## config.mk

```make
export PLATFORM = sky130hd
export DESIGN_NAME = apb_host_port_flat
export DESIGN_NICKNAME = d
export VERILOG_FILES = /design/src/rv_pkg.sv /design/src/mem_port_if.sv /design/src/apb_host_port.sv /design/src/flat_wrapper.sv
export SDC_FILE = /design/constraint.sdc
export NUM_CORES = 1
export LEC_CHECK = 0
export CORE_AREA = 2 2 154 156
export DETAILED_ROUTE_END_ITERATION = 10
export DIE_AREA = 0 0 156 158
export DONT_BUFFER_PORTS = 1
export MAX_ROUTING_LAYER = met4
export PLACE_DENSITY = 0.3
export SLEW_MARGIN = 0
export SYNTH_ARGS = -nofsm -noshare
export SYNTH_HDL_FRONTEND = slang
export SYNTH_SLANG_ARGS = --single-unit
```

## constraint.sdc

```tcl
create_clock -name clk -period 2 [get_ports clk]
set_input_delay 0.2 -clock clk [delete_from_list [all_inputs] [get_ports clk]]
set_output_delay 0.2 -clock clk [all_outputs]
set_load 0.01 [all_outputs]
```

## src/rv_pkg.sv

```systemverilog
package rv_pkg;

    // Datapath and memory widths
    localparam int xlen   = 32;
    localparam int mem_aw = 10;
    localparam int rf_aw  = 5;
    localparam int host_aw = 16;

    // Host byte address map with 4 KB per memory
    localparam logic [host_aw-1:0] host_imem_base = 16'h0000;
    localparam logic [host_aw-1:0] host_dmem_base = 16'h1000;
    localparam logic [host_aw-1:0] host_ctrl_addr = 16'h2000;

    localparam logic [xlen-1:0] reset_pc = '0;

    typedef enum logic [6:0] {
        OP_LUI    = 7'b0110111,
        OP_AUIPC  = 7'b0010111,
        OP_JAL    = 7'b1101111,
        OP_JALR   = 7'b1100111,
        OP_BRANCH = 7'b1100011,
        OP_LOAD   = 7'b0000011,
        OP_STORE  = 7'b0100011,
        OP_IMM    = 7'b0010011,
        OP_REG    = 7'b0110011,
        OP_SYSTEM = 7'b1110011
    } opcode_e;

    typedef enum logic [3:0] {
        ALU_ADD, ALU_SUB, ALU_SLL, ALU_SLT, ALU_SLTU,
        ALU_XOR, ALU_SRL, ALU_SRA, ALU_OR, ALU_AND
    } alu_op_e;

    typedef enum logic [1:0] {
        WB_MEM = 2'd0,
        WB_ALU = 2'd1,
        WB_PC4 = 2'd2
    } wb_sel_e;

    // Decoded controls
    typedef struct packed {
        logic    reg_write;
        logic    a_sel_pc;
        logic    b_sel_imm;
        alu_op_e alu_op;
        logic    mem_read;
        logic    mem_write;
        logic    branch;
        logic    jal;
        logic    jalr;
        logic    ecall;
        wb_sel_e wb_sel;
    } ctrl_t;

endpackage

```

## src/mem_port_if.sv

```systemverilog
`timescale 1ns/1ns

interface mem_port_if import rv_pkg::*; ();
    logic              en;
    logic              we;
    logic [mem_aw-1:0] addr;
    logic [xlen-1:0]   wdata;
    logic [xlen-1:0]   rdata;

    modport requester (output en, we, addr, wdata, input rdata);
    modport memory (input en, we, addr, wdata, output rdata);
endinterface

```

## src/apb_host_port.sv

```systemverilog
`timescale 1ns/1ns

module apb_host_port import rv_pkg::*; (
    input  logic               clk,
    input  logic               arst_n,
    input  logic               psel,
    input  logic               penable,
    input  logic               pwrite,
    input  logic [host_aw-1:0] paddr,
    input  logic [xlen-1:0]    pwdata,
    input  logic               halt,
    output logic [xlen-1:0]    prdata,
    output logic               pslverr,
    output logic               run,
    output logic               start,
    mem_port_if.memory         core_fetch,
    mem_port_if.memory         core_data,
    mem_port_if.requester      mem_fetch,
    mem_port_if.requester      mem_data
);
    logic halted;
    logic setup, access;
    logic sel_imem, sel_dmem, sel_ctrl, err;
    logic host_rd, host_wr, ctrl_wr;

    assign setup  = psel && !penable;
    assign access = psel && penable;

    // Address map
    assign sel_imem = paddr[15:12] == host_imem_base[15:12];
    assign sel_dmem = paddr[15:12] == host_dmem_base[15:12];
    assign sel_ctrl = paddr == host_ctrl_addr;
    assign err      = !(sel_imem || sel_dmem || sel_ctrl) || ((sel_imem || sel_dmem) && run);

    // Reads go out in setup, writes land at end of access
    assign host_rd = setup && !pwrite && !err;
    assign host_wr = access && pwrite && !err;
    assign ctrl_wr = host_wr && sel_ctrl;

    assign mem_fetch.en    = run ? core_fetch.en : (host_rd || host_wr) && sel_imem;
    assign mem_fetch.we    = run ? core_fetch.we : host_wr;
    assign mem_fetch.addr  = run ? core_fetch.addr : paddr[mem_aw+1:2];
    assign mem_fetch.wdata = run ? core_fetch.wdata : pwdata;
    assign mem_data.en     = run ? core_data.en : (host_rd || host_wr) && sel_dmem;
    assign mem_data.we     = run ? core_data.we : host_wr;
    assign mem_data.addr   = run ? core_data.addr : paddr[mem_aw+1:2];
    assign mem_data.wdata  = run ? core_data.wdata : pwdata;
    assign core_fetch.rdata = mem_fetch.rdata;
    assign core_data.rdata  = mem_data.rdata;

    always_comb begin
        prdata = '0;
        if (access && !pwrite && !err) begin
            if (sel_imem) prdata = mem_fetch.rdata;
            else if (sel_dmem) prdata = mem_data.rdata;
            else prdata = {30'b0, halted, run};
        end
    end
    assign pslverr = access && err;

    // Control register, host write wins over a halt in the same cycle
    always_ff @(posedge clk or negedge arst_n) begin
        if (!arst_n) begin
            run    <= 1'b0;
            halted <= 1'b0;
            start  <= 1'b0;
        end else begin
            start <= 1'b0;
            if (halt) begin
                run    <= 1'b0;
                halted <= 1'b1;
            end
            if (ctrl_wr) begin
                run <= pwdata[0];
                if (pwdata[0]) begin
                    halted <= 1'b0;
                    start  <= 1'b1;
                end
            end
        end
    end

endmodule

```

## src/flat_wrapper.sv

```systemverilog
// flat-port wrapper written by rule: the top's interface ports become plain ports
module apb_host_port_flat import rv_pkg::*;
  (clk, arst_n, psel, penable, pwrite, paddr, pwdata, halt, prdata, pslverr, run, start, core_fetch_en, core_fetch_we, core_fetch_addr, core_fetch_wdata, core_fetch_rdata, core_data_en, core_data_we, core_data_addr, core_data_wdata, core_data_rdata, mem_fetch_en, mem_fetch_we, mem_fetch_addr, mem_fetch_wdata, mem_fetch_rdata, mem_data_en, mem_data_we, mem_data_addr, mem_data_wdata, mem_data_rdata);
  mem_port_if core_fetch_i ();
  mem_port_if core_data_i ();
  mem_port_if mem_fetch_i ();
  mem_port_if mem_data_i ();
  input  logic clk;
  input  logic arst_n;
  input  logic psel;
  input  logic penable;
  input  logic pwrite;
  input  logic [host_aw-1:0] paddr;
  input  logic [xlen-1:0] pwdata;
  input  logic halt;
  output logic [xlen-1:0] prdata;
  output logic pslverr;
  output logic run;
  output logic start;
  input wire logic [$bits(core_fetch_i.en)-1:0] core_fetch_en;
  input wire logic [$bits(core_fetch_i.we)-1:0] core_fetch_we;
  input wire logic [$bits(core_fetch_i.addr)-1:0] core_fetch_addr;
  input wire logic [$bits(core_fetch_i.wdata)-1:0] core_fetch_wdata;
  output wire logic [$bits(core_fetch_i.rdata)-1:0] core_fetch_rdata;
  input wire logic [$bits(core_data_i.en)-1:0] core_data_en;
  input wire logic [$bits(core_data_i.we)-1:0] core_data_we;
  input wire logic [$bits(core_data_i.addr)-1:0] core_data_addr;
  input wire logic [$bits(core_data_i.wdata)-1:0] core_data_wdata;
  output wire logic [$bits(core_data_i.rdata)-1:0] core_data_rdata;
  output wire logic [$bits(mem_fetch_i.en)-1:0] mem_fetch_en;
  output wire logic [$bits(mem_fetch_i.we)-1:0] mem_fetch_we;
  output wire logic [$bits(mem_fetch_i.addr)-1:0] mem_fetch_addr;
  output wire logic [$bits(mem_fetch_i.wdata)-1:0] mem_fetch_wdata;
  input wire logic [$bits(mem_fetch_i.rdata)-1:0] mem_fetch_rdata;
  output wire logic [$bits(mem_data_i.en)-1:0] mem_data_en;
  output wire logic [$bits(mem_data_i.we)-1:0] mem_data_we;
  output wire logic [$bits(mem_data_i.addr)-1:0] mem_data_addr;
  output wire logic [$bits(mem_data_i.wdata)-1:0] mem_data_wdata;
  input wire logic [$bits(mem_data_i.rdata)-1:0] mem_data_rdata;
  assign core_fetch_i.en = core_fetch_en;
  assign core_fetch_i.we = core_fetch_we;
  assign core_fetch_i.addr = core_fetch_addr;
  assign core_fetch_i.wdata = core_fetch_wdata;
  assign core_fetch_rdata = core_fetch_i.rdata;
  assign core_data_i.en = core_data_en;
  assign core_data_i.we = core_data_we;
  assign core_data_i.addr = core_data_addr;
  assign core_data_i.wdata = core_data_wdata;
  assign core_data_rdata = core_data_i.rdata;
  assign mem_fetch_en = mem_fetch_i.en;
  assign mem_fetch_we = mem_fetch_i.we;
  assign mem_fetch_addr = mem_fetch_i.addr;
  assign mem_fetch_wdata = mem_fetch_i.wdata;
  assign mem_fetch_i.rdata = mem_fetch_rdata;
  assign mem_data_en = mem_data_i.en;
  assign mem_data_we = mem_data_i.we;
  assign mem_data_addr = mem_data_i.addr;
  assign mem_data_wdata = mem_data_i.wdata;
  assign mem_data_i.rdata = mem_data_rdata;
  apb_host_port u_core (.clk(clk), .arst_n(arst_n), .psel(psel), .penable(penable), .pwrite(pwrite), .paddr(paddr), .pwdata(pwdata), .halt(halt), .prdata(prdata), .pslverr(pslverr), .run(run), .start(start), .core_fetch(core_fetch_i), .core_data(core_data_i), .mem_fetch(mem_fetch_i), .mem_data(mem_data_i));
endmodule
```

Yosys cells after proc, flatten, opt, wreduce, memory -nomap -nowiden
Index checks and enable logic that the tools add are counted.
{"block": "classes", "n_reduce_logical": 23, "n_eq_ne": 2, "n_mux": 18}
{"op": "$mux W32", "count": 5}
{"op": "$mux W10", "count": 2}
{"op": "$eq A16 B14 Y1 const B", "count": 1}
{"op": "$logic_and A1 B1 Y1", "count": 13}
{"op": "$mux W1", "count": 11}
{"op": "$eq A4 B1 Y1 const B", "count": 1}
{"op": "$logic_not A1 Y1", "count": 4}
{"op": "$logic_not A4 Y1", "count": 1}
{"op": "$logic_or A1 B1 Y1", "count": 4}
{"op": "$reduce_bool A2 Y1", "count": 1}
{"block": "word_totals", "elab_cells": 46, "output_inout_bits": 187, "reg_bits": 3, "inputBits": 206}

Logic depth before layout (Yosys ltp)
{"block": "depth", "word_depth": 10, "depth_mapped": 6, "mapped_depth_nobuf": 4}

Worst setup path before layout
Ideal clock, no wire load.
{"block": "synth_timing", "path_kind": "input to output", "start": "in paddr[15]", "end": "out prdata[10]", "arrival_ps": 1640, "required_ps": 1800, "path_buffers": 2, "cell_stages": 6, "slack_ps": 160, "cell_sequence": "or3_1 buf_6 or2_0 a211o_1 buf_6 nor3_2"}
{"block": "synth_via", "elab_chain_len": 8}
{"element": "start: declaration", "line": "flat_wrapper.sv:13", "rtl": "input logic [host_aw-1:0] paddr;"}
{"element": "$eq A4 B1 Y1 or $logic_not A4 Y1 (tied branches)", "line": "apb_host_port.sv:31, apb_host_port.sv:30"}
{"element": "$logic_or A1 B1 Y1 (2 in series)", "line": "apb_host_port.sv:33", "rtl": "assign err = !(sel_imem || sel_dmem || sel_ctrl) || ((sel_imem || sel_dmem) && run);"}
{"element": "$logic_not A1 Y1", "line": "apb_host_port.sv:33"}
{"element": "$logic_or A1 B1 Y1", "line": "apb_host_port.sv:33"}
{"element": "$logic_not A1 Y1", "line": "apb_host_port.sv:53", "rtl": "if (access && !pwrite && !err) begin"}
{"element": "$logic_and A1 B1 Y1", "line": "apb_host_port.sv:53"}
{"element": "$mux W32 (*)", "line": "apb_host_port.sv:53"}
{"element": "end: declaration", "line": "flat_wrapper.sv:16", "rtl": "output logic [xlen-1:0] prdata;"}
Mark *: on every way between the ends. The rest lies on a longest branch, timed or not.

Final worst setup path
{"block": "layout_timing", "start": "reg u_core.run", "end": "out prdata[7]"}
{"block": "layout_via", "elab_chain_len": 5}
{"element": "start: declaration", "line": "apb_host_port.sv:14", "rtl": "output logic run,"}
{"element": "start signal: assignment", "line": "apb_host_port.sv:74", "rtl": "run <= pwdata[0];"}
{"element": "$logic_and A1 B1 Y1", "line": "apb_host_port.sv:33"}
{"element": "$logic_or A1 B1 Y1", "line": "apb_host_port.sv:33"}
{"element": "$logic_not A1 Y1", "line": "apb_host_port.sv:53"}
{"element": "$logic_and A1 B1 Y1", "line": "apb_host_port.sv:53"}
{"element": "$mux W32", "line": "apb_host_port.sv:53"}
No other way between the ends.

==> results_dict.tcl <==
set metrics [dict create \
    status "finished, violations left" \
    violations "setup timing" \
    pin_count 393 \
    synth-seq-cells 3 \
    placedCellCount 619 \
    ys_types 25 \
    synthArstFlopShare 1.000 \
    drc_errors 0 \
    grtUsageTotal 0.07561 \
    row_count 56 \
    antenna_found_initial 1 \
    coreArea_um2 23050 \
    synthCells 401 \
    dr.pass1.iters 4 \
    finalCritPeriodShare 1.002 \
    syn_avg_cell_area_um2 5.931 \
    drtIter0Drc 110 \
    path_class "flip-flop to output pin" \
    clkTransAtPathRegs_ns 0.03 \
    place_area_um2 2298 \
    synth_ff_type "dfrtp_1" \
    fin_skew_ns 0 \
    die_w_um 156 \
    worst_pin_slew_ns 0.6611 \
    drt-wirelength-per-cell_um 18.14 \
    cp_max_fo 8 \
    nets 545 \
    max_freq_mhz 498.8 \
    rr_startpoint "u_core.run$_DFFE_PN0P_" \
    cpPeakStageDelay_ns 0.48 \
    crit_chain "or2_4 > a211o_4 > clkbuf_16 > nor3_2" \
    gp_congestion 0.8538 \
    synth_edf_count 0 \
    worstHoldStart "halt" \
    syn_to_final_growth_pct 8.206 \
    powerDensity_nw_per_um2 242.9 \
    syn_area_um2 2379 \
    grt_max_degree 135 \
    vias 2402 \
    cts-root-buf "clkbuf_16" \
    drv_cap 0 \
    clock_latency_ns 0.22 \
    cts_htree_levels 1 \
    rsz0062_at_grt "yes" \
    start_util 0.1032 \
    crit_start "u_core.run$_DFFE_PN0P_" \
    clockBufferDepth 2 \
    min_path_type "input port to flip-flop" \
    cts-buffers-inserted 3 \
    io_buffer_count 0 \
    preCtsSetupSlack_ns -0.03085 \
    ir_worst_vdd_uv 194.4 \
    overflow 0 \
    syn_nets 607 \
    drive_gt1_frac 0.1834 \
    critPathArrivalTime_ns 1.80 \
    leakage_nw 1.068 \
    finalCriticalPeriod_ns 2.005 \
    ant_nets 0 \
    routed_via_density 3.819 \
    grt_pass1_vias 2001 \
    hold_viol 0 \
    final_cells 629 \
    ys_seq_area_frac 0.03156 \
    required_ns 1.80 \
    post-route-cell-area_um2 2574 \
    slew_headroom 0.5593 \
    slew_viol_final 0 \
    grt_pass1_wl_um 13080 \
    die_area_um2 24650 \
    cts.sinks 3 \
    setup_violations 4 \
    ys_warn_count 0 \
    dieHeight_um 158 \
    critPathLaunchType "flip-flop" \
    hpwl_um 9322 \
    cts_tree "built" \
    wl_um 11410 \
    cp_slowest_cell "dfrtp_4" \
    setup_ws_ns -0.004637 \
    cp-end-kind "output pin" \
]
-- cell families after synthesis --
group | after synthesis | synth area share
simple gates | 264 | 0.5476
buf+inv | 92 | 0.2588
mux | 32 | 0.1347
compound gates | 9 | 0.02367
flops | 3 | 0.03156
xor+xnor | 1 | 0.003683
-- worst paths after layout --
path / endpoint / cells past startpoint / slack [ns]
setup / recovery: prdata[7] / 4 / -0.005
hold / removal: u_core.halted$_DFF_PN0_ / 2 / 0.11
setup reg to reg: u_core.run$_DFFE_PN0P_ / 5 / 0.69
hold reg to reg: u_core.halted$_DFF_PN0_ / 2 / 0.51
max in group asynchronous: u_core.run$_DFFE_PN0P_ / 1 / 1.59
min in group asynchronous: u_core.run$_DFFE_PN0P_ / 1 / 0.24
-- power by group --
part / switching [mW] / internal [mW] / leakage, nW
clock network: 0.0556 / 0.263 / 0.0382
registers: 0.000000199 / 0.0611 / 0.0347
logic: 0.172 / 0.0731 / 0.996
total: 0.228 / 0.397 / 1.07
-- worst max-delay path: cells and delay by family, from the launching register on --
family	cells	cell delay, ns
buffers and inverters	1	0.20
and+or+nand+nor	2	0.49
DFF	1	0.48
AOI/OAI and AO/OA	1	0.40
-- through the flow --
stage	power [mW]	hold WS (ns)	TNS (ns)	utilization
after floorplan	0.3953	-0.09559	0	-
after global placement	0.2962	-0.09541	0	0.09971
after detailed placement	0.2943	-0.09540	-0.05791	0.09971
after CTS	0.6231	0.1044	-0.06522	0.1040
after global routing	0.6619	0.1097	-1.346	0.1116
final	0.6252	0.1058	-0.006728	0.1116
-- cells in the final DEF, fill, tap and decap left out --
| master | Yosys | layout |
|---|---|---|
| dfrtp_1 | 3 | 2 |
| nand4_1 | 1 | 1 |
| or3_4 | 0 | 1 |
| nor2b_1 | 1 | 1 |
| buf_6 | 4 | 9 |
| inv_1 | 2 | 2 |
| diode_2 | 0 | 1 |
| a21o_1 | 2 | 2 |
| nand2_1 | 172 | 172 |
| nor4b_1 | 1 | 1 |
| dfrtp_4 | 0 | 1 |
| o21ai_0 | 3 | 3 |
| nor3_2 | 28 | 23 |
| a21oi_1 | 2 | 2 |
| nor3_4 | 0 | 7 |
| nor4_1 | 3 | 2 |
| clkbuf_1 | 19 | 1 |
| nor3_1 | 3 | 1 |
| mux2i_1 | 32 | 32 |
| nand3_1 | 2 | 2 |
| buf_4 | 64 | 9 |
| or2_4 | 0 | 1 |
| nor2_2 | 0 | 1 |
| xnor2_1 | 1 | 1 |
| nor2_4 | 0 | 1 |
| clkbuf_16 | 0 | 5 |
| a211o_4 | 0 | 1 |
| nor4_2 | 0 | 1 |
| a211oi_1 | 1 | 1 |
| nor2_1 | 8 | 6 |
| buf_12 | 0 | 2 |
| dlygate4sd3_1 | 0 | 1 |
| nand2b_1 | 43 | 43 |
-- Yosys cell counts, types with 2 or more instances --
| master | instances | area [µm²] |
|---|---|---|
| buf_1 | 3 | 11.26 |
| nand3_1 | 2 | 10.01 |
| nor4_1 | 3 | 18.77 |
| nand2b_1 | 43 | 269.0 |
| buf_4 | 64 | 480.5 |
| a21o_1 | 2 | 15.01 |
| nor3_1 | 3 | 15.01 |
| o21ai_0 | 3 | 15.01 |
| dfrtp_1 | 3 | 75.07 |
| mux2i_1 | 32 | 320.3 |
| nor3_2 | 28 | 280.3 |
| buf_6 | 4 | 45.04 |
| clkbuf_1 | 19 | 71.32 |
| nand2_1 | 172 | 645.6 |
| nor2_1 | 8 | 30.03 |
| a21oi_1 | 2 | 10.01 |
| inv_1 | 2 | 7.510 |
-- sequential cells by signal, summed over array words and instances (netlist names) --
name           flops
u_core.halted      1
u_core.run         1
u_core.start       1
-- area by class of cell --
type                    count  area (µm²)
inverters                   2       7.507
clock buffers               4       78.83
diodes                      1       2.502
well taps                 290       362.8
fillers                  2649       20480
repair buffers             23       269.0
multi-input cells         306        1774
flip-flops and latches      3       78.83
-- timing repair --
item                       CTS  global route
setup endpoints to repair    5            18
pin swaps                    0            11
hold buffers                 1             0
setup buffers                0             1
hold endpoints to repair     3             0
gates resized for setup      3            23
gates cloned                 0             3
-- metal layers --
| metal | global-route usage | up-vias | wire length, µm |
|---|---|---|---|
| li1 | - | 1083 | - |
| met4 | 0.04107 | 0 | 478 |
| met1 | 0.07350 | 1052 | 3900 |
| met5 | - | - | 0 |
| met2 | 0.1403 | 242 | 6003 |
| met3 | 0.01670 | 25 | 1026 |
(Power assumes the default switching activity.)
