<file path="src/rv_pkg.sv">
package rv_pkg;

    // Datapath and memory widths
    localparam int xlen   = 32;
    localparam int mem_aw = 10;
    localparam int rf_aw  = 5;
    localparam int host_aw = 16;

    // Host byte address map with 4 KB per memory
    localparam logic [host_aw-1:0] host_imem_base = 16'h0000;
    localparam logic [host_aw-1:0] host_dmem_base = 16'h1000;
    localparam logic [host_aw-1:0] host_ctrl_addr = 16'h2000;

    localparam logic [xlen-1:0] reset_pc = '0;

    typedef enum logic [6:0] {
        OP_LUI    = 7'b0110111,
        OP_AUIPC  = 7'b0010111,
        OP_JAL    = 7'b1101111,
        OP_JALR   = 7'b1100111,
        OP_BRANCH = 7'b1100011,
        OP_LOAD   = 7'b0000011,
        OP_STORE  = 7'b0100011,
        OP_IMM    = 7'b0010011,
        OP_REG    = 7'b0110011,
        OP_SYSTEM = 7'b1110011
    } opcode_e;

    typedef enum logic [3:0] {
        ALU_ADD, ALU_SUB, ALU_SLL, ALU_SLT, ALU_SLTU,
        ALU_XOR, ALU_SRL, ALU_SRA, ALU_OR, ALU_AND
    } alu_op_e;

    typedef enum logic [1:0] {
        WB_MEM = 2'd0,
        WB_ALU = 2'd1,
        WB_PC4 = 2'd2
    } wb_sel_e;

    // Decoded controls
    typedef struct packed {
        logic    reg_write;
        logic    a_sel_pc;
        logic    b_sel_imm;
        alu_op_e alu_op;
        logic    mem_read;
        logic    mem_write;
        logic    branch;
        logic    jal;
        logic    jalr;
        logic    ecall;
        wb_sel_e wb_sel;
    } ctrl_t;

endpackage

</file>
<file path="src/mem_port_if.sv">
`timescale 1ns/1ns

interface mem_port_if import rv_pkg::*; ();
    logic              en;
    logic              we;
    logic [mem_aw-1:0] addr;
    logic [xlen-1:0]   wdata;
    logic [xlen-1:0]   rdata;

    modport requester (output en, we, addr, wdata, input rdata);
    modport memory (input en, we, addr, wdata, output rdata);
endinterface

</file>
<file path="src/rv_regfile.sv">
`timescale 1ns/1ns

module rv_regfile import rv_pkg::*; (
    input  logic             clk,
    input  logic             arst_n,
    input  logic [rf_aw-1:0] ra1,
    input  logic [rf_aw-1:0] ra2,
    input  logic [rf_aw-1:0] wa,
    input  logic [xlen-1:0]  wd,
    input  logic             we,
    output logic [xlen-1:0]  rd1,
    output logic [xlen-1:0]  rd2
);
    logic [xlen-1:0] regs [0:31];

    always_ff @(posedge clk or negedge arst_n) begin
        if (!arst_n) begin
            for (int i = 0; i < 32; i++) begin
                regs[i] <= '0;
            end
        end else if (we && wa != '0) begin
            regs[wa] <= wd;
        end
    end

    // x0 reads zero, same-cycle write is bypassed
    assign rd1 = (ra1 == '0) ? '0 : (we && wa == ra1) ? wd : regs[ra1];
    assign rd2 = (ra2 == '0) ? '0 : (we && wa == ra2) ? wd : regs[ra2];

endmodule

</file>
<file path="src/rv_decode.sv">
`timescale 1ns/1ns

module rv_decode import rv_pkg::*; (
    input  logic [xlen-1:0] instr,
    output ctrl_t           ctrl,
    output logic [xlen-1:0] imm,
    output logic            illegal
);
    logic [2:0] funct3;
    logic       f7_alt;
    alu_op_e    arith_op;

    assign funct3 = instr[14:12];
    assign f7_alt = instr[30];

    // Shared funct3 map for register and immediate ALU ops
    always_comb begin
        case (funct3)
            3'b001:  arith_op = ALU_SLL;
            3'b010:  arith_op = ALU_SLT;
            3'b011:  arith_op = ALU_SLTU;
            3'b100:  arith_op = ALU_XOR;
            3'b101:  arith_op = f7_alt ? ALU_SRA : ALU_SRL;
            3'b110:  arith_op = ALU_OR;
            3'b111:  arith_op = ALU_AND;
            default: arith_op = ALU_ADD;
        endcase
    end

    always_comb begin
        ctrl    = '{alu_op: ALU_ADD, wb_sel: WB_ALU, default: 1'b0};
        imm     = '0;
        illegal = 1'b0;
        case (opcode_e'(instr[6:0]))
            OP_LUI, OP_AUIPC: begin
                ctrl.reg_write = 1'b1;
                ctrl.b_sel_imm = 1'b1;
                ctrl.a_sel_pc  = (instr[6:0] == OP_AUIPC);
                imm            = {instr[31:12], 12'b0};
            end
            OP_JAL: begin
                ctrl.reg_write = 1'b1;
                ctrl.jal       = 1'b1;
                ctrl.wb_sel    = WB_PC4;
                imm = {{12{instr[31]}}, instr[19:12], instr[20], instr[30:21], 1'b0};
            end
            OP_JALR: begin
                ctrl.reg_write = 1'b1;
                ctrl.b_sel_imm = 1'b1;
                ctrl.jalr      = 1'b1;
                ctrl.wb_sel    = WB_PC4;
                imm            = {{20{instr[31]}}, instr[31:20]};
                illegal        = (funct3 != 3'b000);
            end
            OP_BRANCH: begin
                ctrl.branch = 1'b1;
                imm = {{20{instr[31]}}, instr[7], instr[30:25], instr[11:8], 1'b0};
                illegal     = (funct3[2:1] == 2'b01);
            end
            OP_LOAD: begin
                ctrl.reg_write = 1'b1;
                ctrl.b_sel_imm = 1'b1;
                ctrl.mem_read  = 1'b1;
                ctrl.wb_sel    = WB_MEM;
                imm            = {{20{instr[31]}}, instr[31:20]};
                illegal        = (funct3 != 3'b010);
            end
            OP_STORE: begin
                ctrl.b_sel_imm = 1'b1;
                ctrl.mem_write = 1'b1;
                imm            = {{20{instr[31]}}, instr[31:25], instr[11:7]};
                illegal        = (funct3 != 3'b010);
            end
            OP_IMM: begin
                ctrl.reg_write = 1'b1;
                ctrl.b_sel_imm = 1'b1;
                ctrl.alu_op    = arith_op;
                imm            = {{20{instr[31]}}, instr[31:20]};
            end
            OP_REG: begin
                ctrl.reg_write = 1'b1;
                ctrl.alu_op    = (funct3 == 3'b000 && f7_alt) ? ALU_SUB : arith_op;
            end
            OP_SYSTEM: begin
                ctrl.ecall = (instr == 32'h0000_0073);
                illegal    = !ctrl.ecall;
            end
            default: illegal = 1'b1;
        endcase
        // Unknown encodings leave the NOP controls in place
        if (illegal) begin
            ctrl = '{alu_op: ALU_ADD, wb_sel: WB_ALU, default: 1'b0};
        end
    end

endmodule

</file>
<file path="src/rv_execute.sv">
`timescale 1ns/1ns

module rv_execute import rv_pkg::*; (
    input  ctrl_t           ctrl,
    input  logic [xlen-1:0] pc,
    input  logic [xlen-1:0] rs1,
    input  logic [xlen-1:0] rs2,
    input  logic [xlen-1:0] imm,
    input  logic [2:0]      funct3,
    output logic [xlen-1:0] alu_res,
    output logic            redirect,
    output logic [xlen-1:0] target
);
    logic [xlen-1:0] a;
    logic [xlen-1:0] b;
    logic            br_eq;
    logic            br_lt;
    logic            taken;

    assign a = ctrl.a_sel_pc ? pc : rs1;
    assign b = ctrl.b_sel_imm ? imm : rs2;

    always_comb begin
        case (ctrl.alu_op)
            ALU_SUB:  alu_res = a - b;
            ALU_SLL:  alu_res = a << b[4:0];
            ALU_SLT:  alu_res = {31'b0, $signed(a) < $signed(b)};
            ALU_SLTU: alu_res = {31'b0, a < b};
            ALU_XOR:  alu_res = a ^ b;
            ALU_SRL:  alu_res = a >> b[4:0];
            ALU_SRA:  alu_res = $signed(a) >>> b[4:0];
            ALU_OR:   alu_res = a | b;
            ALU_AND:  alu_res = a & b;
            default:  alu_res = a + b;
        endcase
    end

    // Branch comparator, funct3[1] picks unsigned compare
    assign br_eq = (rs1 == rs2);
    assign br_lt = funct3[1] ? (rs1 < rs2) : ($signed(rs1) < $signed(rs2));
    assign taken = funct3[2] ? (br_lt ^ funct3[0]) : (br_eq ^ funct3[0]);

    assign redirect = (ctrl.branch && taken) || ctrl.jalr;
    assign target   = ctrl.jalr ? {alu_res[xlen-1:1], 1'b0} : pc + imm;

endmodule

</file>
<file path="src/rv_core.sv">
`timescale 1ns/1ns

module rv_core import rv_pkg::*; (
    input  logic        clk,
    input  logic        arst_n,
    input  logic        run,
    input  logic        start,
    output logic        halt,
    mem_port_if.requester fetch,
    mem_port_if.requester data
);
    logic [xlen-1:0]  pc_f, pc_d, pc_x, pc_wb;
    logic             valid_d, valid_x, valid_wb;
    logic [xlen-1:0]  instr_d;
    ctrl_t            ctrl_d, ctrl_x, ctrl_wb;
    logic [xlen-1:0]  imm_d, imm_x;
    logic             illegal_d, illegal_x;
    logic [rf_aw-1:0] ra1, ra2, rd_x, rd_wb;
    logic [xlen-1:0]  rd1, rd2, rs1_d, rs2_d, rs1_x, rs2_x;
    logic [2:0]       funct3_x;
    logic [xlen-1:0]  alu_res_x, target_x, alu_wb, wd, fwd_x_val;
    logic             x_hit1, x_hit2;
    logic             redirect_x, ecall_x, kill_x, stall, jal_d, rf_we;

    //////////////////////////////////////////////////////////////////////
    // Fetch and decode
    //////////////////////////////////////////////////////////////////////

    // Stall refetches the decode word so it is held for a cycle
    assign fetch.en    = run && !start;
    assign fetch.we    = 1'b0;
    assign fetch.wdata = '0;
    assign fetch.addr  = stall ? pc_d[mem_aw+1:2] : pc_f[mem_aw+1:2];
    assign instr_d     = fetch.rdata;

    rv_decode decode_i (
        .instr   (instr_d),
        .ctrl    (ctrl_d),
        .imm     (imm_d),
        .illegal (illegal_d)
    );

    // LUI carries immediate bits in the rs1 field
    assign ra1 = (instr_d[6:0] == OP_LUI) ? '0 : instr_d[19:15];
    assign ra2 = instr_d[24:20];

    rv_regfile regfile_i (
        .clk    (clk),
        .arst_n (arst_n),
        .ra1    (ra1),
        .ra2    (ra2),
        .wa     (rd_wb),
        .wd     (wd),
        .we     (rf_we),
        .rd1    (rd1),
        .rd2    (rd2)
    );

    // Writeback results arrive through the register file bypass
    assign fwd_x_val = (ctrl_x.wb_sel == WB_PC4) ? pc_x + 32'd4 : alu_res_x;
    assign x_hit1    = valid_x && ctrl_x.reg_write && rd_x == ra1 && ra1 != '0;
    assign x_hit2    = valid_x && ctrl_x.reg_write && rd_x == ra2 && ra2 != '0;
    assign rs1_d     = x_hit1 ? fwd_x_val : rd1;
    assign rs2_d     = x_hit2 ? fwd_x_val : rd2;

    // Load-use hazard
    assign stall = valid_x && ctrl_x.mem_read && valid_d && rd_x != '0
                   && (rd_x == ra1 || rd_x == ra2);
    assign jal_d = valid_d && ctrl_d.jal && !stall;

    //////////////////////////////////////////////////////////////////////
    // Execute
    //////////////////////////////////////////////////////////////////////

    rv_execute execute_i (
        .ctrl     (ctrl_x),
        .pc       (pc_x),
        .rs1      (rs1_x),
        .rs2      (rs2_x),
        .imm      (imm_x),
        .funct3   (funct3_x),
        .alu_res  (alu_res_x),
        .redirect (redirect_x),
        .target   (target_x)
    );

    assign ecall_x = ctrl_x.ecall || illegal_x;
    assign kill_x  = valid_x && (redirect_x || ecall_x);
    assign halt    = run && valid_x && ecall_x;

    assign data.en    = run && valid_x && (ctrl_x.mem_read || ctrl_x.mem_write);
    assign data.we    = ctrl_x.mem_write;
    assign data.addr  = alu_res_x[mem_aw+1:2];
    assign data.wdata = rs2_x;

    //////////////////////////////////////////////////////////////////////
    // Writeback
    //////////////////////////////////////////////////////////////////////

    always_comb begin
        case (ctrl_wb.wb_sel)
            WB_MEM:  wd = data.rdata;
            WB_PC4:  wd = pc_wb + 32'd4;
            default: wd = alu_wb;
        endcase
    end
    assign rf_we = valid_wb && ctrl_wb.reg_write;

    // Stage valids and PC
    always_ff @(posedge clk or negedge arst_n) begin
        if (!arst_n) begin
            pc_f     <= reset_pc;
            valid_d  <= 1'b0;
            valid_x  <= 1'b0;
            valid_wb <= 1'b0;
        end else if (start || !run) begin
            pc_f     <= reset_pc;
            valid_d  <= 1'b0;
            valid_x  <= 1'b0;
            valid_wb <= 1'b0;
        end else begin
            valid_wb <= valid_x;
            if (kill_x) begin
                pc_f    <= redirect_x ? target_x : pc_f;
                valid_d <= 1'b0;
                valid_x <= 1'b0;
            end else if (stall) begin
                valid_x <= 1'b0;
            end else if (jal_d) begin
                pc_f    <= pc_d + imm_d;
                valid_d <= 1'b0;
                valid_x <= 1'b1;
            end else begin
                pc_f    <= pc_f + 32'd4;
                valid_d <= 1'b1;
                valid_x <= valid_d;
            end
        end
    end

    // Pipeline payload
    always_ff @(posedge clk) begin
        if (!stall) begin
            pc_d <= pc_f;
        end
        pc_x      <= pc_d;
        ctrl_x    <= ctrl_d;
        imm_x     <= imm_d;
        illegal_x <= illegal_d;
        rs1_x     <= rs1_d;
        rs2_x     <= rs2_d;
        rd_x      <= instr_d[11:7];
        funct3_x  <= instr_d[14:12];
        pc_wb     <= pc_x;
        ctrl_wb   <= ctrl_x;
        rd_wb     <= rd_x;
        alu_wb    <= alu_res_x;
    end

endmodule

</file>
<file path="src/flat_wrapper.sv">
// flat-port wrapper written by rule: the top's interface ports become plain ports
module rv_core_flat import rv_pkg::*;
  (clk, arst_n, run, start, halt, fetch_en, fetch_we, fetch_addr, fetch_wdata, fetch_rdata, data_en, data_we, data_addr, data_wdata, data_rdata);
  mem_port_if fetch_i ();
  mem_port_if data_i ();
  input  logic clk;
  input  logic arst_n;
  input  logic run;
  input  logic start;
  output logic halt;
  output wire logic [$bits(fetch_i.en)-1:0] fetch_en;
  output wire logic [$bits(fetch_i.we)-1:0] fetch_we;
  output wire logic [$bits(fetch_i.addr)-1:0] fetch_addr;
  output wire logic [$bits(fetch_i.wdata)-1:0] fetch_wdata;
  input wire logic [$bits(fetch_i.rdata)-1:0] fetch_rdata;
  output wire logic [$bits(data_i.en)-1:0] data_en;
  output wire logic [$bits(data_i.we)-1:0] data_we;
  output wire logic [$bits(data_i.addr)-1:0] data_addr;
  output wire logic [$bits(data_i.wdata)-1:0] data_wdata;
  input wire logic [$bits(data_i.rdata)-1:0] data_rdata;
  assign fetch_en = fetch_i.en;
  assign fetch_we = fetch_i.we;
  assign fetch_addr = fetch_i.addr;
  assign fetch_wdata = fetch_i.wdata;
  assign fetch_i.rdata = fetch_rdata;
  assign data_en = data_i.en;
  assign data_we = data_i.we;
  assign data_addr = data_i.addr;
  assign data_wdata = data_i.wdata;
  assign data_i.rdata = data_rdata;
  rv_core u_core (.clk(clk), .arst_n(arst_n), .run(run), .start(start), .halt(halt), .fetch(fetch_i), .data(data_i));
endmodule
</file>
<file path="config.mk">
export PLATFORM = sky130hd
export DESIGN_NAME = rv_core_flat
export DESIGN_NICKNAME = d
export VERILOG_FILES = /design/src/rv_pkg.sv /design/src/mem_port_if.sv /design/src/rv_regfile.sv /design/src/rv_decode.sv /design/src/rv_execute.sv /design/src/rv_core.sv /design/src/flat_wrapper.sv
export SDC_FILE = /design/constraint.sdc
export NUM_CORES = 2
export LEC_CHECK = 0
export BUFFER_PORTS_ARGS = -buffer_cell sky130_fd_sc_hd__buf_2
export CAP_MARGIN = 20
export CORE_AREA = 2 2 406 408
export CTS_BUF_LIST = sky130_fd_sc_hd__clkbuf_4 sky130_fd_sc_hd__clkbuf_8
export DETAILED_ROUTE_END_ITERATION = 10
export DIE_AREA = 0 0 408 410
export HOLD_SLACK_MARGIN = 0.02
export PLACE_DENSITY = 0.66
export SETUP_SLACK_MARGIN = 0.4
export SKIP_CTS_REPAIR_TIMING = 1
export SLEW_MARGIN = 20
export SYNTH_ARGS = -nofsm -noshare
export SYNTH_HDL_FRONTEND = slang
export SYNTH_HIERARCHICAL = 1
export SYNTH_SLANG_ARGS = --single-unit
export TNS_END_PERCENT = 5
</file>
<file path="constraint.sdc">
create_clock -name clk -period 8 [get_ports clk]
set_clock_uncertainty 0.05 [all_clocks]
set_input_delay 0.8 -clock clk [delete_from_list [all_inputs] [get_ports clk]]
set_output_delay 0.8 -clock clk [all_outputs]
set_load 0.05 [all_outputs]
</file>
== After elaboration in Yosys (flattened, before gate mapping) ==
Index checks and enable logic that the tools add are counted.

* Output and inout bits: 89
* Word-level logic and storage cells: 232
* Flip-flop bits (word level): 1,314

* Bitwise gates (word level): 10
* Equal/unequal tests: 38
* Reductions and logical operators: 52
* Mux-type cells: 55
* Magnitude comparators: 8
* Shift-type cells: 3
* Add/sub/neg operators: 7

{| class="wikitable"
|+ Operator list
! operator !! number
|-
| $bwmux W1024 || 1
|-
| $mux W32 || 20
|-
| $bmux W32 S5 || 2
|-
| $pmux W32 S9 || 1
|-
| $demux W32 S5 || 1
|-
| $pmux W32 S5 || 1
|-
| $lt A32 B32 Y1 || 4
|-
| $add A32 B3 Y32 const B || 3
|-
| $add A32 B32 Y32 || 3
|-
| $pmux W32 S2 || 1
|-
| $and A32 B32 Y32 || 1
|-
| $eq A32 B32 Y1 || 1
|-
| $eq A32 B7 Y1 const B || 1
|-
| $or A32 B32 Y32 || 1
|-
| $shl A32 B5 Y32 || 1
|-
| $shr A32 B5 Y32 || 1
|-
| $sshr A32 B5 Y32 || 1
|-
| $sub A32 B32 Y32 || 1
|-
| $xor A32 B32 Y32 || 1
|-
| $eq A7 B7 Y1 const B || 4
|-
| $pmux W4 S7 || 1
|-
| $logic_and A1 B1 Y1 || 23
|-
| $eq A7 B6 Y1 const B || 3
|-
| $eq A5 B5 Y1 || 4
|-
| 37 further kinds || 92
|}

== Logic depth before layout (Yosys ltp) ==
* Depth in word-level cells: 11
* Depth in mapped cells: 22
* Gate-level depth less buffers: 20

== Modules after synthesis ==
Netlist, hierarchy kept.

{| class="wikitable"
|+ By module, submodules not included
! module !! instances !! area each (um2) !! cells each
|-
| rv_regfile || 1 || 54,798.8 || 3,792
|-
| rv_core || 1 || 13,246.5 || 1,343
|-
| rv_execute || 1 || 12,100.4 || 1,776
|-
| rv_decode || 1 || 805.8 || 126
|}

== Worst setup path before layout ==
No wires, ideal clock.

* Kind: flip-flop to flip-flop
* Start: register u_core/ctrl_x[12] in the netlist's numbering
* End: register u_core.pc_f[30]
* Data required time: 7.884 ns
* Slack: 2.566 ns
* Cell stages (with the launch flop): 22
* Library setup time: 0.066 ns
* Arrival: 5.318 ns
* Cell sequence: dfxtp_1 buf_2 mux2i_1 buf_2 buf_1 buf_2 buf_1 ha_1 nand2b_1 a211oi_1 o2111ai_1 o21a_1 nor4_1 nor2_1 o31ai_1 mux2_2 o22ai_1 mux2_2 nor2_1 a2111oi_1 mux2_2 a221o_1

* Cells in the longest elaborated chain, start to end: 7
* Elaborated cells on any way between the ends: 14
* Those cells by class: add/sub (2); shift (3); mux (6); bitwise (3)

{| class="wikitable"
|+ RTL lines
! element !! line !! text
|-
| start: declaration || rv_core.sv:15 || <nowiki>ctrl_t ctrl_d, ctrl_x, ctrl_wb;</nowiki>
|-
| start signal: assignment || rv_core.sv:147 || <nowiki>ctrl_x <= ctrl_d;</nowiki>
|-
| $mux W32 (*) || rv_execute.sv:21 || <nowiki>assign b = ctrl.b_sel_imm ? imm : rs2;</nowiki>
|-
| $add A32 B32 Y32, or another cell as far along || rv_execute.sv:34 || <nowiki>default: alu_res = a + b;</nowiki>
|-
| $pmux W32 S9 (*) || rv_execute.sv:24 || <nowiki>case (ctrl.alu_op)</nowiki>
|-
| named net u_core.alu_res_x[30] || rv_core.sv:21 || <nowiki>logic [xlen-1:0] alu_res_x, target_x, alu_wb, wd, fwd_x_val;</nowiki>
|-
| $mux W32 (*) || rv_execute.sv:44 || <nowiki>assign target = ctrl.jalr ? {alu_res[xlen-1:1], 1'b0} : pc + imm;</nowiki>
|-
| named net u_core.target_x[30] || rv_core.sv:21 ||
|-
| $mux W32 (*) || rv_core.sv:124 || <nowiki>pc_f <= redirect_x ? target_x : pc_f;</nowiki>
|-
| $mux W32 (*) || rv_core.sv:123 || <nowiki>if (kill_x) begin</nowiki>
|-
| $mux W32 (*) || rv_core.sv:116 || <nowiki>end else if (start || !run) begin</nowiki>
|-
| end signal: assignment || rv_core.sv:117 || <nowiki>pc_f <= reset_pc;</nowiki>
|-
| end signal: assignment || rv_core.sv:124 ||
|-
| end signal: assignment || rv_core.sv:130 || <nowiki>pc_f <= pc_d + imm_d;</nowiki>
|-
| end: declaration || rv_core.sv:12 || <nowiki>logic [xlen-1:0] pc_f, pc_d, pc_x, pc_wb;</nowiki>
|}

Mark *: on every way through the listed nets, which the timed path passes. The rest lies on a longest branch. The select of a mux whose other input is x is not followed.
A chain may end at the register's enable or synchronous reset.

== Worst setup path in the final report ==
* Start: register u_core/ctrl_x[13] in the netlist's numbering
* End: output data_addr[9]

* Cells in the longest elaborated chain, start to end: 3
* Elaborated cells on any way between the ends: 10
* Those cells by class: add/sub (2); shift (3); mux (2); bitwise (3)

{| class="wikitable"
|+ RTL lines
! element !! line !! text
|-
| $mux W32 (*) || rv_execute.sv:20 || <nowiki>assign a = ctrl.a_sel_pc ? pc : rs1;</nowiki>
|-
| $add A32 B32 Y32, or another cell as far along || rv_execute.sv:34 ||
|-
| $pmux W32 S9 (*) || rv_execute.sv:24 ||
|-
| end: declaration || flat_wrapper.sv:18 || <nowiki>output wire logic [$bits(data_i.addr)-1:0] data_addr;</nowiki>
|}

Mark *: on every way between the ends. The rest lies on a longest branch, timed or not.

==> metrics.md <==
| Metric | Value |
|---|---|
| Status | completed |
| Setup TNS Final | 0 ns |
| Minimum clock period | 6.727 ns |
| Residual DRC | 0 |
| Worst Path Arrival | 5.88 ns |
| R2r endpoint | u_core/pc_f[30]$_DFFE_PN0P_ |
| Slew Viols, Final | 0 |
| Initial antenna violation count | 18 |
| Hold Path Depth | 2 |
| Syn_area_per_cell | 11.50 µm² |
| Worst Hold Slack | 0.1364 ns |
| Cts bufs inserted | 224 |
| Crit path cell chain | buf_4 -> mux2i_2 -> inv_2 -> mux2i_1 -> mux2i_1 -> a31oi_1 -> o32ai_1 -> a22oi_1 -> nand4_1 -> buf_2 |
| Final setup viols | 0 |
| Post-Layout Cell Count | 9353 |
| Root buffer cell | clkbuf_8 |
| Core area | 163500 µm² |
| Chip width | 408 µm |
| RSZ-0062 raised after global routing | false |
| Crit. Startpoint | u_core/ctrl_x[13]$_DFF_P_ |
| Router iterations before antenna repair | 7 |
| Clk_lat worst skew | 1.03 ns |
| Maximum clock rate | 148.7 MHz |
| Die height | 410 µm |
| Wire per inst | 33.74 µm |
| Reg2reg start | u_core/ctrl_x[13]$_DFF_P_ |
| Buffer and inverter count on the worst path | 3 |
| Critical Path Fanout Max | 22 |
| Power Dens Cells | 196.2 nW/µm² |
| Syn-to-layout area delta | 9.618% |
| # port buffers | 123 |
| CTS max path bufs | 3 |
| Share of cells above drive strength 1 | 34.27% |
| Hold/Removal Path Class | in -> reg |
| Fin nets | 7239 |
| Peak VDD IR | 0.0001754 V |
| Placer Congestion | 1.044 |
| Hold Path Origin | fetch_rdata[27] |
| Worst-Margin Slew | 1.210 ns |
| CTS tree | built |
| Post-DP HPWL | 208200 µm |
| Clock sinks | 1314 |
| All-Layer GR Usage | 36.89% |
| Synth Warn # | 6 |
| Final hold vios | 0 |
| Worst EP required | 7.15 ns |
| Placed inst area | 83470 µm² |
| # rows | 149 |
| Cells after DPL | 8925 |
| Netlist Area Pre-Place | 80930 µm² |
| Number of I/O pins | 157 |
| Antenna Nets Post-Route | 0 |
| Flop-to-flop setup slack | 1.47 ns |
| Critical path's slowest cell | nand4_1 |
| Cells after Synth | 7036 |
| Static leakage | 36.50 nW |
| Final non-filler cell area | 88720 µm² |
| Via density | 6.947 |
| Largest net degree at the start of global routing | 177 |
| Gr ovfl total | 0 |
| Critical Path End Type | output port |
| Number of DRC markers in iteration 0 | 8758 |
| Most frequent CP cell | mux2i_1 |
| Die ar. | 167300 µm² |
| Max stage delay on crit path | 0.71 ns |
| Critical path class | reg -> out |
| Max_cap viols | 0 |
| R2R cell count | 19 |
| Vias in the first global route | 62600 |
| Max transition margin | 18.62% |
| Total Wirelength | 315500 µm |
| Vias | 64980 |
| Clock transition at path regs | 0.07 ns |
| Initial Util | 49.50% |
| Fin crit share | 84.09% |
| Worst Hold Path EP | u_core/imm_x[7]$_DFF_P_ |
| H-tree levels | 4 |
| Type of origin of the critical path | register |
| Top cell family by delay on the critical path | multiplexers |
| First-pass GRT wire length | 450700 µm |
==> flip-flops by register name (all words and copies together), names as in the netlist, 3 cells and up <==
| name | cells |
|---|---|
| u_core/alu_wb | 32 |
| u_core/ctrl_wb | 3 |
| u_core/ctrl_x | 13 |
| u_core/data.wdata | 32 |
| u_core/funct3_x | 3 |
| u_core/imm_x | 32 |
| u_core/pc_d | 32 |
| u_core/pc_f | 32 |
| u_core/pc_wb | 32 |
| u_core/pc_x | 32 |
| u_core/rd_wb | 5 |
| u_core/rd_x | 5 |
| u_core/regfile_i/regs | 1024 |
| u_core/rs1_x | 32 |
==> area by class of cell <==
| type | instances | area (µm²) |
|---|---|---|
| Fill cell | 14010 | 74780 |
| Multi-Input combinational cell | 4935 | 45860 |
| Sequential cell | 1314 | 31930 |
| Clock buffer | 364 | 4566 |
| Tap cell | 2189 | 2739 |
| Timing Repair Buffer | 323 | 2407 |
| Inverter | 175 | 658.1 |
| Clock inverter | 49 | 538.0 |
| Antenna cell | 4 | 10.01 |
==> metal layers <==
layer,track usage (%),up-vias,routed length (µm)
met5,0,-,127
met1,51.64,33400,128200
met2,52.62,4231,132300
met3,10.15,894,37260
met4,18.12,20,17680
li1,-,26440,-
==> layout by cell type, fill, tap and decap left out, types with 43 or more instances in the layout <==
master        n
buf_4       173
a21oi_1     288
xnor2_1      75
nor3_1       84
o211ai_1     65
o21a_1       45
mux4_2      380
nor2_1      259
clkbuf_4     71
buf_2       119
a22o_1       84
nand2_1     367
nand4_1      45
o221ai_1     53
a22oi_1     119
a31oi_1      44
inv_1       151
dfxtp_1     218
mux2_2     1142
mux2i_1     378
nand3_1      80
a21o_1       66
clkbuf_8    293
dfrtp_1    1059
a2111oi_0    43
o21ai_0     221
o22ai_1      84
a211oi_1     50
xor2_1       77
ha_1        194
nor2b_1      43
==> worst register-to-register path: cells and delay by family, from the launching register on <==
family	cells	cell delay [ns]
compound gates	7	2.56
fa+ha+maj	2	0.46
buf+inv	2	0.64
flops	1	0.59
mux	4	1.18
simple gates	4	1.03
==> how the worst max path moves through the flow <==
stage                                        to  slack [ns]  cells past startpoint
CTS                                data_addr[9]        1.51                     10
global placement    u_core/pc_f[14]$_DFFE_PN0P_        1.82                     18
detailed placement  u_core/pc_f[14]$_DFFE_PN0P_        1.73                     18
global route                       data_addr[9]        1.13                     10
finish                             data_addr[9]        1.27                     10
floorplan           u_core/pc_f[30]$_DFFE_PN0P_        2.57                     21
==> per-stage QoR <==
step | utilization [%] | worst slack (ns) | total power, mW
after floorplan | - | 2.566 | 9.087
after global placement | 51.05 | 1.819 | 10.54
after detailed placement | 51.05 | 1.727 | 10.54
after CTS | 54.17 | 1.510 | 17.34
after global routing | 54.26 | 1.132 | 17.93
final | 54.26 | 1.273 | 17.41
==> where the power goes <==
part / switching (mW) / internal, mW
Sequential: 0.0978 / 6.77
Clock: 3.00 / 3.83
Combinational: 2.70 / 1.00
Power figures use the tool's default switching activity.
